## src/cavlc_coef_pkg.sv

```systemverilog
package cavlc_coef_pkg;

    // residual coefficients of one 4x4 block, signed.
    localparam int coef_width  = 15;
    localparam int block_size  = 16;
    localparam int index_width = $clog2(block_size); // scan position 0 to 15.

    typedef logic signed [coef_width-1:0] coef_t;

    // index 0 is the first coefficient in zig-zag scan order.
    typedef coef_t [block_size-1:0] coef_block_t;

    // what the trailing-ones logic needs to know about one coefficient.
    // A coefficient with neither is_zero nor is_one set has magnitude above one.
    typedef struct packed
    {
        logic is_zero;
        logic is_one;  // value is +1 or -1.
        logic neg;     // sign bit, 1 for negative.
    } coef_class_t;

    typedef coef_class_t [block_size-1:0] coef_class_vec_t;

endpackage

```

## src/cavlc_t1_pkg.sv

```systemverilog
package cavlc_t1_pkg;

    // the standard codes at most three trailing ones per block.
    localparam int max_trailing_ones = 3;
    localparam int t1_count_width    = $clog2(max_trailing_ones + 1);

    typedef logic [t1_count_width-1:0] t1_count_t;

    // bit k is the sign of the k-th trailing one, counted from the block end.
    typedef logic [max_trailing_ones-1:0] t1_signs_t;

    typedef struct packed
    {
        t1_count_t count;
        t1_signs_t signs;
    } t1_result_t;

    // count takes one cycle, scan walks all sixteen positions, done presents signs.
    typedef enum logic [1:0]
    {
        st_idle,
        st_count,
        st_scan,
        st_done
    } scan_state_t;

endpackage

```

## src/coef_classifier.sv

```systemverilog
`timescale 1ns/1ps

module coef_classifier
(
    input  logic                            clk,
    input  logic                            rst,
    input  logic                            load,
    input  cavlc_coef_pkg::coef_block_t     coef_block,
    output cavlc_coef_pkg::coef_class_vec_t class_vec
);
    import cavlc_coef_pkg::*;

    coef_class_vec_t class_next;

    always_comb
    begin
        coef_t coef;

        coef = '0;
        for (int i = 0; i < block_size; i++)
        begin
            coef = coef_block[i];
            class_next[i].is_zero = (coef == '0);
            class_next[i].is_one  = (coef == coef_t'(1)) || (coef == coef_t'(-1));
            class_next[i].neg     = coef[coef_width-1];
        end
    end

    // the block is only needed as classes, so the capture register holds those.
    // The input may change freely once load has passed.
    always_ff @(posedge clk)
    begin
        if (rst)
        begin
            class_vec <= '0;
        end
        else if (load)
        begin
            class_vec <= class_next;
        end
    end

endmodule

```

## src/t1_count_unit.sv

```systemverilog
`timescale 1ns/1ps

module t1_count_unit
(
    input  logic                            clk,
    input  logic                            rst,
    input  logic                            load,
    input  cavlc_coef_pkg::coef_class_vec_t class_vec,
    output cavlc_t1_pkg::t1_count_t         t1_count
);
    import cavlc_coef_pkg::*;
    import cavlc_t1_pkg::*;

    logic                   big_found;
    logic [index_width-1:0] big_index;
    int                     ones_total;
    t1_count_t              count_next;

    // highest position holding a coefficient of magnitude above one.
    always_comb
    begin
        big_found = 1'b0;
        big_index = '0;
        for (int i = block_size - 1; i >= 0; i--)
        begin
            if (!big_found && !class_vec[i].is_zero && !class_vec[i].is_one)
            begin
                big_found = 1'b1;
                big_index = index_width'(i);
            end
        end
    end

    // zeros in between are skipped, so only the ones above that position count.
    always_comb
    begin
        ones_total = 0;
        for (int i = 0; i < block_size; i++)
        begin
            if (class_vec[i].is_one && (!big_found || (index_width'(i) > big_index)))
            begin
                ones_total = ones_total + 1;
            end
        end

        if (ones_total >= max_trailing_ones)
            count_next = t1_count_t'(max_trailing_ones);
        else
            count_next = t1_count_t'(ones_total);
    end

    always_ff @(posedge clk)
    begin
        if (rst)
        begin
            t1_count <= '0;
        end
        else if (load)
        begin
            t1_count <= count_next; // held until the next block.
        end
    end

endmodule

```

## src/t1_scan_ctrl.sv

```systemverilog
`timescale 1ns/1ps

module t1_scan_ctrl
(
    input  logic                                 clk,
    input  logic                                 rst,
    input  logic                                 enable,
    output logic                                 load,
    output logic                                 count_load,
    output logic                                 scan_active,
    output logic [cavlc_coef_pkg::index_width-1:0] scan_index,
    output logic                                 count_valid,
    output logic                                 sign_valid
);
    import cavlc_coef_pkg::*;
    import cavlc_t1_pkg::*;

    scan_state_t state;
    scan_state_t state_next;

    always_ff @(posedge clk)
    begin
        if (rst)
            state <= st_idle;
        else
            state <= state_next;
    end

    always_comb
    begin
        state_next = state;
        case (state)
            st_idle:
            begin
                if (enable)
                    state_next = st_count;
            end
            st_count:
            begin
                state_next = st_scan;
            end
            st_scan:
            begin
                if (scan_index == '0)
                    state_next = st_done; // position 0 is the last one sampled.
            end
            default:
            begin
                state_next = st_idle;
            end
        endcase
    end

    // a request is taken only while idle, anything else is ignored.
    assign load        = (state == st_idle) && enable;
    assign count_load  = (state == st_count); // classes are registered by now.
    assign scan_active = (state == st_scan);

    // the scan starts at the end of the block and walks towards index 0.
    always_ff @(posedge clk)
    begin
        if (rst)
            scan_index <= '0;
        else if (count_load)
            scan_index <= index_width'(block_size - 1);
        else if (scan_active)
            scan_index <= scan_index - index_width'(1);
    end

    // count_valid covers the whole encoding once the count is registered.
    // sign_valid pulses for the single cycle after done.
    always_ff @(posedge clk)
    begin
        if (rst)
        begin
            count_valid <= 1'b0;
            sign_valid  <= 1'b0;
        end
        else
        begin
            count_valid <= (state != st_idle);
            sign_valid  <= (state == st_done);
        end
    end

endmodule

```

## src/t1_sign_collector.sv

```systemverilog
`timescale 1ns/1ps

module t1_sign_collector
(
    input  logic                                   clk,
    input  logic                                   rst,
    input  logic                                   scan_active,
    input  logic [cavlc_coef_pkg::index_width-1:0] scan_index,
    input  cavlc_coef_pkg::coef_class_vec_t        class_vec,
    input  cavlc_t1_pkg::t1_count_t                t1_count,
    output cavlc_t1_pkg::t1_signs_t                t1_signs
);
    import cavlc_coef_pkg::*;
    import cavlc_t1_pkg::*;

    t1_count_t   found;
    t1_count_t   found_base;
    t1_count_t   found_next;
    t1_signs_t   signs_base;
    t1_signs_t   signs_next;
    coef_class_t cur;
    logic        first_pos;

    assign cur       = class_vec[scan_index];
    assign first_pos = (scan_index == index_width'(block_size - 1));

    // the first position of a scan starts from an empty result.
    always_comb
    begin
        found_base = first_pos ? '0 : found;
        signs_base = first_pos ? '0 : t1_signs;
        found_next = found_base;
        signs_next = signs_base;

        // t1_count already stops at the first large coefficient.
        if (cur.is_one && (found_base < t1_count))
        begin
            signs_next[found_base] = cur.neg;
            found_next             = found_base + t1_count_t'(1);
        end
    end

    always_ff @(posedge clk)
    begin
        if (rst)
        begin
            found    <= '0;
            t1_signs <= '0;
        end
        else if (scan_active)
        begin
            found    <= found_next;
            t1_signs <= signs_next; // final after position 0, held until the next scan.
        end
    end

endmodule

```

## src/trailing_ones_top.sv

```systemverilog
`timescale 1ns/1ps

module trailing_ones_top
(
    input  logic                        clk,
    input  logic                        rst,
    input  logic                        enable,
    input  cavlc_coef_pkg::coef_block_t coef_block,
    output cavlc_t1_pkg::t1_count_t     t1_count,
    output logic                        count_valid,
    output cavlc_t1_pkg::t1_signs_t     t1_signs,
    output logic                        sign_valid
);
    import cavlc_coef_pkg::*;
    import cavlc_t1_pkg::*;

    logic                   load;
    logic                   count_load;
    logic                   scan_active;
    logic [index_width-1:0] scan_index;
    coef_class_vec_t        class_vec;
    t1_result_t             result;

    t1_scan_ctrl u_scan_ctrl
    (
        .clk         (clk),
        .rst         (rst),
        .enable      (enable),
        .load        (load),
        .count_load  (count_load),
        .scan_active (scan_active),
        .scan_index  (scan_index),
        .count_valid (count_valid),
        .sign_valid  (sign_valid)
    );

    coef_classifier u_classifier
    (
        .clk        (clk),
        .rst        (rst),
        .load       (load),
        .coef_block (coef_block),
        .class_vec  (class_vec)
    );

    // the count register loads one cycle after the classes.
    t1_count_unit u_count
    (
        .clk       (clk),
        .rst       (rst),
        .load      (count_load),
        .class_vec (class_vec),
        .t1_count  (result.count)
    );

    t1_sign_collector u_signs
    (
        .clk         (clk),
        .rst         (rst),
        .scan_active (scan_active),
        .scan_index  (scan_index),
        .class_vec   (class_vec),
        .t1_count    (result.count),
        .t1_signs    (result.signs)
    );

    assign t1_count = result.count;
    assign t1_signs = result.signs;

endmodule
```

## config.mk

```make
export PLATFORM = sky130hd
export DESIGN_NAME = trailing_ones_top
export DESIGN_NICKNAME = d
export VERILOG_FILES = /design/src/cavlc_coef_pkg.sv /design/src/cavlc_t1_pkg.sv /design/src/coef_classifier.sv /design/src/t1_count_unit.sv /design/src/t1_scan_ctrl.sv /design/src/t1_sign_collector.sv /design/src/trailing_ones_top.sv
export SDC_FILE = /design/constraint.sdc
export NUM_CORES = 1
export LEC_CHECK = 0
export BUFFER_PORTS_ARGS = -buffer_cell sky130_fd_sc_hd__buf_4
export CORE_MARGIN = 10
export CORE_UTILIZATION = 35
export DETAILED_ROUTE_END_ITERATION = 10
export GPL_ROUTABILITY_DRIVEN = 0
export HOLD_SLACK_MARGIN = 0.05
export PLACE_DENSITY = 0.67
export SLEW_MARGIN = 20
export SYNTH_ARGS = -nofsm -noshare
export SYNTH_HDL_FRONTEND = slang
export SYNTH_SLANG_ARGS = --single-unit
```

## constraint.sdc

```tcl
create_clock -name clk -period 22.2 [get_ports clk]
set_clock_uncertainty 0.05 [all_clocks]
set_input_delay 4.44 -clock clk [delete_from_list [all_inputs] [get_ports clk]]
set_output_delay 4.44 -clock clk [all_outputs]
set_load 0.01 [all_outputs]
```

==> impl_metrics.toml <==
[floorplan]
fp-row-count = 48
fp.coreArea_um2 = 17200
die_area_um2 = 23000
start_util = 0.354
die_width_um = 152
die_h_um = 152
ios = 250

[routing]
wl_per_cell_um = 18.1
drtIter0Drc = 474
first_pass_iters = 5
drc = 0
viasPerCell = 5.68
vias = 7270
drt_wl_total_mm = 23.2
antenna_left = 0

[synthesis]
synth_seq_area_share = 0.204
netlist_instances = 825
synth_seq_cells = 62
synthArstFlopShare = 0
synth_cell_types = 80
synthFlopType = "dfxtp_1"
syn-mean-instance-area_um2 = 7.36
netlist_area_um2 = 6070
synth_nets = 1093
yosys_warnings = 0
synth_edf_count = 0

[setup_path]
path_common_cell = "ha_1"
cpPeakStageDelay_ps = 580
cp_num_buf_inv = 4
cp.required_ps = 22330
crit_slowest_cell = "dfxtp_1"
crit_fanout = 12
cp-start-kind = "flip-flop"
crit_family = "adder cells"
critPathArrivalTime_ps = 11330
cp-end-kind = "flip-flop"
path_class = "reg2reg"

[clock_network]
post_cts_buffers = 0
path_clk_slew_ps = 50
cts_max_level = 3
cts-resized-gates = 0
clock-root-buffer = "clkbuf_16"
cts_tree = "built"
cts_sinks = 62
clk_path_buf_depth = 2
clk_latency_ps = 330
ctsHoldBuffers = 0
cts_buffers = 9

[flow_run]
drv_cap = 0

[power_and_ir_drop]
peakVddDrop_uv = 45.8
powerDensity_nw_per_um2 = 58.2
p_total_mw = 0.490
power.leakage_nw = 3.54

[cells_and_area]
antenna_cells = 0
final_common_cell = "buf_4"
nets = 1318
multi_input_area_um2 = 4570
regArea_um2 = 1240
area_delta_synth_final_pct = 38.5
filler_cell_count = 1775
drive_gt1_frac = 0.289
layout_common_cells = "buf_4, nand2_1, nor2_1"
fin_util = 0.490

[placement]
dp_slack_ps = 11160
dp_hpwl_mm = 19.3
portBuffers = 249

[timing]
fin_crit_sh = 0.504
setup_viol_count_final = 0
rsz0062_at_grt = "no"
fmax_mhz = 89.3
final_max_slew_viol_count = 0
tightestPinTransition_ps = 979
slew_headroom = 0.347
worst_slack_ps = 11010
hold_violations = 0
finalSetupTns_ps = 0
fin_crit_ps = 11190
fin_hold_ws_ps = 404

[grt]
antenna_found_initial = 0
gr-usage-all-layers = 0.194
grt_overflow_total = 0
grt_pass1_wl_mm = 36.4
grt_max_degree = 63
grt_pass1_vias = 7227

[hold_path]
hold_path_class = "reg2reg"

[run_status]
status = "finished clean"
## path summary, 6_finish.rpt
path,startpoint,endpoint,slack (ps),depth (start not counted)
setup reg to reg,u_classifier.class_vec[46],u_count.t1_count[0],11010,53
setup / recovery,u_classifier.class_vec[46],u_count.t1_count[0],11010,53
hold reg to reg,u_classifier.class_vec[24],u_classifier.class_vec[24],400,2
hold / removal,u_classifier.class_vec[24],u_classifier.class_vec[24],400,2
## tightest hold or removal path, cell delays in order (launching register included)
cell and delay (ps):
dfxtp_1 300, nand2_1 50, a21oi_1 50
## registers in the layout, indices dropped and copies added, names as in the netlist
register and cells:
u_scan_ctrl.sign_valid 1, u_count.t1_count 2, u_signs.found 2, u_scan_ctrl.scan_index 4, u_scan_ctrl.count_valid 1, u_signs.t1_signs 3
u_scan_ctrl.state 2, u_classifier.class_vec 47
## final cells by class
class                           count  area share
Inverter                           29      0.0129
Multi-Input combinational cell    697       0.544
Tap cell                          225      0.0335
Sequential cell                    62       0.148
Clock inverter                      2     0.00446
Timing Repair Buffer              251       0.224
Clock buffer                       14      0.0338
## cell families after synthesis
| family | share of synthesized area |
|---|---|
| compound gates | 0.202 |
| xor+xnor | 0.0723 |
| fa+ha+maj | 0.0515 |
| buf+inv | 0.0429 |
| flops | 0.204 |
| mux | 0.0505 |
| simple gates | 0.377 |
## cell usage after synthesis, types with 3 or more instances
master,instances,area (um^2)
nor2b_1,11,68.8
o22a_1,6,52.6
a31oi_1,4,25.0
o21ai_0,25,125
dfxtp_1,62,1240
o41ai_1,12,105
a2111oi_0,5,43.8
buf_1,3,11.3
o22ai_1,5,31.3
a21oi_1,61,305
nor3_1,35,175
a22oi_1,5,37.5
o211ai_1,3,22.5
o31ai_1,3,22.5
o21a_1,6,45.0
or4_1,5,37.5
buf_2,4,20.0
clkbuf_1,29,109
nand3_1,27,135
ha_1,25,313
nor2_1,83,312
mux4_2,10,225
or3_1,7,43.8
and4_1,4,35.0
or2_2,6,37.5
xor2_1,8,70.1
nand4_1,72,450
nand2_1,87,327
nor4_1,53,332
mux2i_1,7,70.1
and2_1,9,56.3
a211oi_1,8,60.1
a311oi_1,8,70.1
and3_1,17,106
xnor2_1,23,201
inv_1,28,105
o211a_1,4,40.0
## report_power, final
| part | leakage (nW) | internal [mW] | switching (mW) |
|---|---|---|---|
| clock network | 0.155 | 0.0991 | 0.0496 |
| registers | 0.506 | 0.131 | 0.0306 |
| logic | 2.88 | 0.0853 | 0.0936 |
| total | 3.54 | 0.316 | 0.174 |
## routing by layer
| metal | global-route usage | part of all wire | vias to the layer above | routed length, um |
|---|---|---|---|---|
| met3 | 0.0499 | 0.067 | 31 | 1550 |
| met2 | 0.335 | 0.50 | 249 | 11500 |
| met1 | 0.232 | 0.42 | 3360 | 9720 |
| met4 | 0.0553 | 0.020 | 0 | 461 |
| met5 | 0 | 0 | - | 0 |
| li1 | - | - | 3630 | - |
## metrics by stage
step	std cells	instance area, um^2
after CTS	1280	8410
after detailed placement	1264	8090
after global routing	1280	8410
after floorplan	825	6070
final	1280	8410
after global placement	1264	8090
(Power assumes the default switching activity.)
